**config.mk**
```make
export PLATFORM = sky130hd
export DESIGN_NAME = issue_core
export DESIGN_NICKNAME = d
export VERILOG_FILES = /design/src/core_pkg.sv /design/src/issue_core.sv /design/src/exec_pipe.sv /design/src/issue_stage.sv /design/src/csr_file.sv /design/src/reg_scoreboard_file.sv
export SDC_FILE = /design/constraint.sdc
export NUM_CORES = 2
export LEC_CHECK = 0
export BUFFER_PORTS_ARGS = -buffer_cell sky130_fd_sc_hd__buf_2
export CAP_MARGIN = 5
export CELL_PAD_IN_SITES_DETAIL_PLACEMENT = 0
export CELL_PAD_IN_SITES_GLOBAL_PLACEMENT = 1
export CORE_MARGIN = 4
export CORE_UTILIZATION = 34
export CTS_CLUSTER_SIZE = 8
export DETAILED_ROUTE_END_ITERATION = 12
export PLACE_DENSITY = 0.56
export SLEW_MARGIN = 0
export SYNTH_ARGS = -nofsm -noshare
export SYNTH_HDL_FRONTEND = slang
export SYNTH_HIERARCHICAL = 1
export SYNTH_SLANG_ARGS = --single-unit
```
**constraint.sdc**
```tcl
create_clock -name clk_i -period 11.24 [get_ports clk_i]
set_clock_uncertainty 0.2 [all_clocks]
set_input_delay 0.562 -clock clk_i [delete_from_list [all_inputs] [get_ports clk_i]]
set_output_delay 0.562 -clock clk_i [all_outputs]
set_load 0.03 [all_outputs]
```
**src/core_pkg.sv**
```systemverilog
package core_pkg;

    // --------------------
    // Widths and sizes
    // --------------------

    localparam int unsigned NUM_REGS = 32;

    typedef logic [31:0] xlen_t;
    typedef logic [4:0]  reg_idx_t;
    typedef logic [11:0] csr_addr_t;
    // Writes in flight per register
    typedef logic [1:0]  pend_cnt_t;

    // Supported ops
    typedef enum logic [1:0] {
        OP_ADD   = 2'd0,
        OP_ADDI  = 2'd1,
        OP_CSRRW = 2'd2
    } op_e;

    // --------------------
    // CSR map
    // --------------------

    localparam csr_addr_t CSR_MSCRATCH = 12'h340;
    localparam csr_addr_t CSR_MTVEC    = 12'h305;
    localparam csr_addr_t CSR_MEPC     = 12'h341;
    // Read only, writes dropped
    localparam csr_addr_t CSR_INSTRET  = 12'hC02;

    // --------------------
    // Stage payloads
    // --------------------

    // Pre-split instruction fields
    typedef struct packed {
        op_e       op;
        reg_idx_t  rd;
        reg_idx_t  rs1;
        reg_idx_t  rs2;
        xlen_t     imm;
        csr_addr_t csr;
    } instr_t;

    // Decoded request handed to execute
    typedef struct packed {
        logic     valid;
        reg_idx_t rd;
        logic     we;
        xlen_t    opa;
        xlen_t    opb;
    } issue_t;

    // Result returning to the register file
    typedef struct packed {
        logic     valid;
        reg_idx_t rd;
        xlen_t    data;
    } wb_t;

endpackage
```
**src/issue_core.sv**
```systemverilog
`timescale 1ns/100ps

module issue_core #(
    // 1 to 3, keeps the 2-bit pending counters from wrapping
    parameter int unsigned LATENCY = 2
) (
    input  logic              clk_i,
    input  logic              rst_i,

    input  logic              instr_valid_i,
    input  core_pkg::instr_t  instr_i,

    output logic              stall_o,
    output core_pkg::wb_t     wb_o
);

    // --------------------
    // Internal nets
    // --------------------

    // Read port
    logic                rd_en1;
    logic                rd_en2;
    core_pkg::reg_idx_t  rs1;
    core_pkg::reg_idx_t  rs2;
    core_pkg::xlen_t     rs1_data;
    core_pkg::xlen_t     rs2_data;
    logic                hazard;

    // CSR port
    logic                csr_en;
    core_pkg::csr_addr_t csr_addr;
    core_pkg::xlen_t     csr_wdata;
    core_pkg::xlen_t     csr_rdata;

    // Issue and writeback
    core_pkg::issue_t    issue;
    core_pkg::wb_t       wb;
    logic                claim;

    // Only writers reserve a destination
    assign claim = issue.valid && issue.we;
    assign wb_o  = wb;

    // --------------------
    // Blocks
    // --------------------

    issue_stage i_issue_stage (
        .clk_i         (clk_i),
        .rst_i         (rst_i),
        .instr_valid_i (instr_valid_i),
        .instr_i       (instr_i),
        .stall_o       (stall_o),
        .rd_en1_o      (rd_en1),
        .rd_en2_o      (rd_en2),
        .rs1_o         (rs1),
        .rs2_o         (rs2),
        .hazard_i      (hazard),
        .rs1_data_i    (rs1_data),
        .rs2_data_i    (rs2_data),
        .csr_en_o      (csr_en),
        .csr_addr_o    (csr_addr),
        .csr_wdata_o   (csr_wdata),
        .csr_rdata_i   (csr_rdata),
        .issue_o       (issue)
    );

    reg_scoreboard_file i_reg_scoreboard_file (
        .clk_i      (clk_i),
        .rst_i      (rst_i),
        .rd_en1_i   (rd_en1),
        .rd_en2_i   (rd_en2),
        .rs1_i      (rs1),
        .rs2_i      (rs2),
        .claim_i    (claim),
        .claim_rd_i (issue.rd),
        .wb_i       (wb),
        .rs1_data_o (rs1_data),
        .rs2_data_o (rs2_data),
        .hazard_o   (hazard)
    );

    // Every issue counts as retired
    csr_file i_csr_file (
        .clk_i       (clk_i),
        .rst_i       (rst_i),
        .csr_en_i    (csr_en),
        .csr_addr_i  (csr_addr),
        .csr_wdata_i (csr_wdata),
        .retire_i    (issue.valid),
        .csr_rdata_o (csr_rdata)
    );

    exec_pipe #(
        .LATENCY (LATENCY)
    ) i_exec_pipe (
        .clk_i   (clk_i),
        .rst_i   (rst_i),
        .issue_i (issue),
        .wb_o    (wb)
    );

endmodule

```
**src/exec_pipe.sv**
```systemverilog
`timescale 1ns/100ps

module exec_pipe #(
    parameter int unsigned LATENCY = 2
) (
    input  logic              clk_i,
    input  logic              rst_i,

    // From issue
    input  core_pkg::issue_t  issue_i,

    // To register file and core output
    output core_pkg::wb_t     wb_o
);

    // Adder result on the issue side
    core_pkg::xlen_t sum;
    logic            launch;

    // Stage registers, index 0 is closest to issue
    logic               valid_q [LATENCY];
    core_pkg::reg_idx_t rd_q    [LATENCY];
    core_pkg::xlen_t    data_q  [LATENCY];

    // --------------------
    // First stage
    // --------------------

    assign sum = issue_i.opa + issue_i.opb;

    // Non-writing entries travel as bubbles
    assign launch = issue_i.valid && issue_i.we;

    // --------------------
    // Shift chain
    // --------------------

    always_ff @(posedge clk_i) begin
        if (!rst_i) begin
            for (int k = 0; k < LATENCY; k++) begin
                valid_q[k] <= 1'b0;
            end
        end else begin
            valid_q[0] <= launch;
            for (int k = 1; k < LATENCY; k++) begin
                valid_q[k] <= valid_q[k-1];
            end
        end
    end

    // Payload follows valid without reset
    always_ff @(posedge clk_i) begin
        rd_q[0]   <= issue_i.rd;
        data_q[0] <= sum;
        for (int k = 1; k < LATENCY; k++) begin
            rd_q[k]   <= rd_q[k-1];
            data_q[k] <= data_q[k-1];
        end
    end

    // --------------------
    // Writeback
    // --------------------

    // Last stage, LATENCY cycles after the issue cycle
    assign wb_o.valid = valid_q[LATENCY-1];
    assign wb_o.rd    = rd_q[LATENCY-1];
    assign wb_o.data  = data_q[LATENCY-1];

endmodule

```
**src/issue_stage.sv**
```systemverilog
`timescale 1ns/100ps

module issue_stage (
    input  logic                 clk_i,
    input  logic                 rst_i,

    // Instruction source
    input  logic                 instr_valid_i,
    input  core_pkg::instr_t     instr_i,
    output logic                 stall_o,

    // Register file read port
    output logic                 rd_en1_o,
    output logic                 rd_en2_o,
    output core_pkg::reg_idx_t   rs1_o,
    output core_pkg::reg_idx_t   rs2_o,
    input  logic                 hazard_i,
    input  core_pkg::xlen_t      rs1_data_i,
    input  core_pkg::xlen_t      rs2_data_i,

    // CSR port
    output logic                 csr_en_o,
    output core_pkg::csr_addr_t  csr_addr_o,
    output core_pkg::xlen_t      csr_wdata_o,
    input  core_pkg::xlen_t      csr_rdata_i,

    // Request to execute
    output core_pkg::issue_t     issue_o
);

    // Decode register
    logic              full_q;
    core_pkg::instr_t  instr_q;

    logic is_add;
    logic is_csrrw;
    logic issue;
    logic accept;

    // --------------------
    // Handshake
    // --------------------

    // Held instruction leaves once its sources are ready
    assign issue   = full_q && !hazard_i;
    assign stall_o = full_q && hazard_i;
    // Empty slot or a slot freed in this cycle
    assign accept  = instr_valid_i && !stall_o;

    always_ff @(posedge clk_i) begin
        if (!rst_i) begin
            full_q <= 1'b0;
        end else if (accept) begin
            full_q <= 1'b1;
        end else if (issue) begin
            full_q <= 1'b0;
        end
    end

    // Payload only, fullness gates its use
    always_ff @(posedge clk_i) begin
        if (accept) begin
            instr_q <= instr_i;
        end
    end

    // --------------------
    // Decode
    // --------------------

    assign is_add   = (instr_q.op == core_pkg::OP_ADD);
    assign is_csrrw = (instr_q.op == core_pkg::OP_CSRRW);

    // Every op reads rs1, only ADD reads rs2
    assign rd_en1_o = full_q;
    assign rd_en2_o = full_q && is_add;
    assign rs1_o    = instr_q.rs1;
    assign rs2_o    = instr_q.rs2;

    // CSRRW swaps rs1 into the CSR
    assign csr_en_o    = issue && is_csrrw;
    assign csr_addr_o  = instr_q.csr;
    assign csr_wdata_o = rs1_data_i;

    // Operand select
    always_comb begin
        issue_o.valid = issue;
        issue_o.rd    = instr_q.rd;
        // x0 destination never claims or writes back
        issue_o.we    = (instr_q.rd != '0);
        issue_o.opa   = is_csrrw ? csr_rdata_i : rs1_data_i;
        case (instr_q.op)
            core_pkg::OP_ADD:  issue_o.opb = rs2_data_i;
            core_pkg::OP_ADDI: issue_o.opb = instr_q.imm;
            default:           issue_o.opb = '0;
        endcase
    end

endmodule

```
**src/csr_file.sv**
```systemverilog
`timescale 1ns/100ps

module csr_file (
    input  logic                 clk_i,
    input  logic                 rst_i,

    // Access from the issuing CSRRW
    input  logic                 csr_en_i,
    input  core_pkg::csr_addr_t  csr_addr_i,
    input  core_pkg::xlen_t      csr_wdata_i,

    // One pulse per issued instruction
    input  logic                 retire_i,

    // Old value of the addressed CSR
    output core_pkg::xlen_t      csr_rdata_o
);

    // Machine CSRs
    core_pkg::xlen_t mscratch_q;
    core_pkg::xlen_t mtvec_q;
    core_pkg::xlen_t mepc_q;
    // Issued instruction count
    core_pkg::xlen_t instret_q;

    // --------------------
    // Read
    // --------------------

    // Current values, i.e. before this edge's write
    always_comb begin
        case (csr_addr_i)
            core_pkg::CSR_MSCRATCH: csr_rdata_o = mscratch_q;
            core_pkg::CSR_MTVEC:    csr_rdata_o = mtvec_q;
            core_pkg::CSR_MEPC:     csr_rdata_o = mepc_q;
            core_pkg::CSR_INSTRET:  csr_rdata_o = instret_q;
            // Unmapped reads as zero
            default:                csr_rdata_o = '0;
        endcase
    end

    // --------------------
    // Write and count
    // --------------------

    always_ff @(posedge clk_i) begin
        if (!rst_i) begin
            mscratch_q <= '0;
            mtvec_q    <= '0;
            mepc_q     <= '0;
            instret_q  <= '0;
        end else begin
            if (retire_i) begin
                instret_q <= instret_q + core_pkg::xlen_t'(1);
            end
            // instret and unknown addresses ignore writes
            if (csr_en_i) begin
                case (csr_addr_i)
                    core_pkg::CSR_MSCRATCH: mscratch_q <= csr_wdata_i;
                    core_pkg::CSR_MTVEC:    mtvec_q    <= csr_wdata_i;
                    core_pkg::CSR_MEPC:     mepc_q     <= csr_wdata_i;
                    default: ;
                endcase
            end
        end
    end

endmodule

```
**src/reg_scoreboard_file.sv**
```systemverilog
`timescale 1ns/100ps

module reg_scoreboard_file (
    input  logic                clk_i,
    input  logic                rst_i,

    // Source read request from decode
    input  logic                rd_en1_i,
    input  logic                rd_en2_i,
    input  core_pkg::reg_idx_t  rs1_i,
    input  core_pkg::reg_idx_t  rs2_i,

    // Destination claim at issue
    input  logic                claim_i,
    input  core_pkg::reg_idx_t  claim_rd_i,

    // Result from execute
    input  core_pkg::wb_t       wb_i,

    // Source values and stall request
    output core_pkg::xlen_t     rs1_data_o,
    output core_pkg::xlen_t     rs2_data_o,
    output logic                hazard_o
);

    // Architectural state
    core_pkg::xlen_t     regs_q [core_pkg::NUM_REGS];
    core_pkg::pend_cnt_t pend_q [core_pkg::NUM_REGS];

    // Per-register hit vectors for the counter update
    logic [core_pkg::NUM_REGS-1:0] claim_hit;
    logic [core_pkg::NUM_REGS-1:0] release_hit;

    // Writeback into a real register
    logic wb_write;

    // Sources still waiting on a result
    logic pend_rs1;
    logic pend_rs2;

    // --------------------
    // Read side
    // --------------------

    // x0 never gets written, so it reads zero
    assign rs1_data_o = regs_q[rs1_i];
    assign rs2_data_o = regs_q[rs2_i];

    // Only enabled, non-x0 sources can block
    assign pend_rs1 = rd_en1_i && (rs1_i != '0) && (pend_q[rs1_i] != '0);
    assign pend_rs2 = rd_en2_i && (rs2_i != '0) && (pend_q[rs2_i] != '0);

    assign hazard_o = pend_rs1 || pend_rs2;

    // --------------------
    // Claim and release
    // --------------------

    assign wb_write = wb_i.valid && (wb_i.rd != '0);

    // Index 0 never matches, its counter stays at zero
    always_comb begin
        for (int i = 0; i < core_pkg::NUM_REGS; i++) begin
            claim_hit[i]   = claim_i && (i != 0) &&
                             (claim_rd_i == core_pkg::reg_idx_t'(i));
            release_hit[i] = wb_write &&
                             (wb_i.rd == core_pkg::reg_idx_t'(i));
        end
    end

    // --------------------
    // State update
    // --------------------

    always_ff @(posedge clk_i) begin
        if (!rst_i) begin
            // Everything back to zero, no preload
            for (int i = 0; i < core_pkg::NUM_REGS; i++) begin
                regs_q[i] <= '0;
                pend_q[i] <= '0;
            end
        end else begin
            // Result lands, visible to readers next cycle
            if (wb_write) begin
                regs_q[wb_i.rd] <= wb_i.data;
            end

            for (int i = 0; i < core_pkg::NUM_REGS; i++) begin
                case ({claim_hit[i], release_hit[i]})
                    // New writer only
                    2'b10: begin
                        pend_q[i] <= pend_q[i] + core_pkg::pend_cnt_t'(1);
                    end
                    // Oldest writer retired
                    2'b01: begin
                        pend_q[i] <= pend_q[i] - core_pkg::pend_cnt_t'(1);
                    end
                    // Claim and release cancel out, or nothing to do
                    default: begin
                        pend_q[i] <= pend_q[i];
                    end
                endcase
            end
        end
    end

endmodule

```
==> reports/results.txt <==
Achievable frequency = 153 MHz
H-tree levels = 4
Initial antenna violation count = 43
Via/cell ratio = 5.78
Top cells by area, synth = edfxtp_1 48%, mux4_2 20%, and2_1 6.4%
Layout overhead on the synthesized area = 12.3%
CP max stage delay = 0.81 ns
Hold Crit Start = i_exec_pipe/rd_q[0][0]
Fillers = 19.7k
Tcrit/Tclk final = 58.0%
R2r startpoint = i_issue_stage/rs1_o[0]
Min Hold Slack = 0.124 ns
Part of the Yosys area used for sequential elements = 53.2%
Chip width = 470 um
CTS tree = done
Startpoint Class = flop
Top-area cell type share of the netlist area = 47.6%
PnR worst setup slack = 4.72 ns
Synth cell types = 92
#FFs+latches synth = 1354
Crit path launch = i_issue_stage/rs1_o[0]
Post-synth top flop = edfxtp_1
Clock slew at reported path FFs = 0.05 ns
Critical path endpoint category = flop
Gate Count Post-Synth = 5236
Pin count of the biggest net entering global routing = 115
Final #Nets = 5355
Slowest cell on the critical path = buf_4
Critical path class = reg2reg
Synthesized area = 72600 um^2
Status = completed
Hold_buf cts = 63
Die area = 221000 um^2
Worst Hold Class = reg2reg
Post-route cell area = 81500 um^2
Via count = 47.1k
Drt total wl = 274 mm
DP HPWL = 149 mm
Post-CTS Setup Inserts = 0
Crit path time final = 6.52 ns
Num rows = 169
Setup TNS = 0 ns
# setup viols final = 0
Avg Inst Size Synth = 13.9 um^2
DRT antenna net count = 0
Pwr Density = 163 nW/um^2
Final Hold Fails = 0
First-pass GRT wire length = 378 mm
Placed Area = 75500 um^2
Post-cts sizing count = 0
Worst-margin pin slew = 1.31 ns
Sink Count = 1354
Slew HR = 12.7%
Synth area leader = edfxtp_1
CP required = 11.79 ns
Root buf cell = clkbuf_16
Critical path arrival = 7.07 ns
Max clock buf depth = 3
I/O Buffers = 102
CTS Buf Count = 189
Die H = 470 um
Crit-path cells = buf_12 -> buf_4 -> mux4_2 -> mux4_2 -> mux2_2 -> mux2_2 -> ha_1 -> fa_1 -> a21o_1 -> a311oi_1 -> or4_4 -> a2111oi_4 -> or4_1 -> nand3_1
Clk_lat worst skew = 0.82 ns
Share of layout cells above drive strength 1 = 23.9%
Initial Utilization = 34.2%
GRT Residual Overflow = 0
WL/cell = 33.6 um
Yosys warnings = 6
DR DRC count = 0
Initial DRC Count = 6348
Pre-antenna DRT Iters = 6
Pre-CTS WS = 4.82 ns
I/O pin count = 103
RSZ-0062 raised after global routing = false
Commonest cells in the synthesized netlist = 1149 x edfxtp_1, 746 x and2_1, 644 x mux4_2, 382 x nand2_1, 348 x clkbuf_1
Peak VDD IR = 176 uV
Top-count cell post-synth = edfxtp_1
Total track usage = 24.3%
Number of global-route vias before repair = 47.1k
Async SR Flop Fraction = 0%
Leak pwr = 30.2 nW
Worst-path fanout max = 92
Post-synth EDFFs = 1149
Gpl congestion = 0.845
Max Cap Viol = 0
Core area = 212000 um^2
Final Max Tran Viols = 0
-- path summary, 6_finish.rpt --
check                           cells after the start  slack, ns                   endpoint
worst max register to register                     14       4.72  i_exec_pipe/data_q[0][26]
worst min-delay path                                0       0.12     i_exec_pipe/rd_q[0][5]
worst max-delay path                               14       4.72  i_exec_pipe/data_q[0][26]
worst min register to register                      0       0.12     i_exec_pipe/rd_q[0][5]
-- flip-flops by register name (all words and copies together) (netlist names) --
register and count:
i_issue_stage/rs2_o 5, i_issue_stage/rs1_o 5, i_csr_file/mtvec_q 32, i_issue_stage/rd_en1_o 1, i_csr_file/instret_q 32, i_reg_scoreboard_file/pend_q 64
i_exec_pipe/valid_q 2, i_exec_pipe/data_q 64, i_exec_pipe/rd_q 10, i_issue_stage/csr_addr_o 12, i_issue_stage/instr_q 34, i_issue_stage/issue_o 5
i_csr_file/mscratch_q 32, i_reg_scoreboard_file/regs_q 1024, i_csr_file/mepc_q 32
-- layer usage --
layer	global-route usage [%]	up-vias	wire length (um)
li1	-	19600	-
met1	34.5	24700	116000
met2	37.7	2380	123000
met3	5.79	412	27900
met4	6.12	2	7030
met5	0	-	13
-- cell families after synthesis --
family                     Yosys count  share of synthesized area [%]
xor gates and xnor gates            83                           1.00
other                                1                        0.00517
DFF                               1354                           53.2
buffers and inverters              659                           4.34
and+or+nand+nor                   1909                           14.3
muxes                              812                           22.6
adders and majority gates           95                           1.65
AOI/OAI and AO/OA                  323                           2.91
-- area by class of cell --
class,count,area (um^2),share of cell area (%)
diodes,20,50.0,0.0614
clock buffers,290,5230,6.42
clock inverters,10,116,0.143
inverters,80,304,0.373
multi-input cells,3254,31200,38.3
flip-flops and latches,1354,38600,47.4
well taps,2821,3530,4.33
repair buffers,317,2420,2.97
-- report_power, final --
part	internal (mW)	total (mW)	switching [mW]
clock network	3.17	5.38	2.21
registers	5.70	5.96	0.253
logic	0.682	1.97	1.29
-- through the flow --
| stage | power (mW) | util [%] | std cells |
|---|---|---|---|
| floorplan | 7.22 | - | 5267 |
| global placement | 7.97 | 35.6 | 7763 |
| detailed placement | 7.98 | 35.6 | 7763 |
| CTS | 13.4 | 38.4 | 8126 |
| global route | 13.7 | 38.4 | 8128 |
| finish | 13.3 | 38.4 | 8146 |
-- critical path: cells and delay by family (launching register included) --
| kind | cells | cell delay [ns] |
|---|---|---|
| simple gates | 3 | 0.89 |
| flops | 1 | 0.37 |
| compound gates | 3 | 0.88 |
| buf+inv | 2 | 1.45 |
| fa+ha+maj | 2 | 0.65 |
| mux | 4 | 1.75 |
-- cells in the final DEF, fill, tap and decap left out, types with 101 or more instances in the layout --
master	n
and3_1	264
mux4_2	644
dfxtp_1	205
buf_4	142
edfxtp_1	1149
clkbuf_16	193
a21oi_1	131
nor2_1	250
nand2_1	355
buf_2	101
and2_1	746
(Power assumes the default switching activity.)
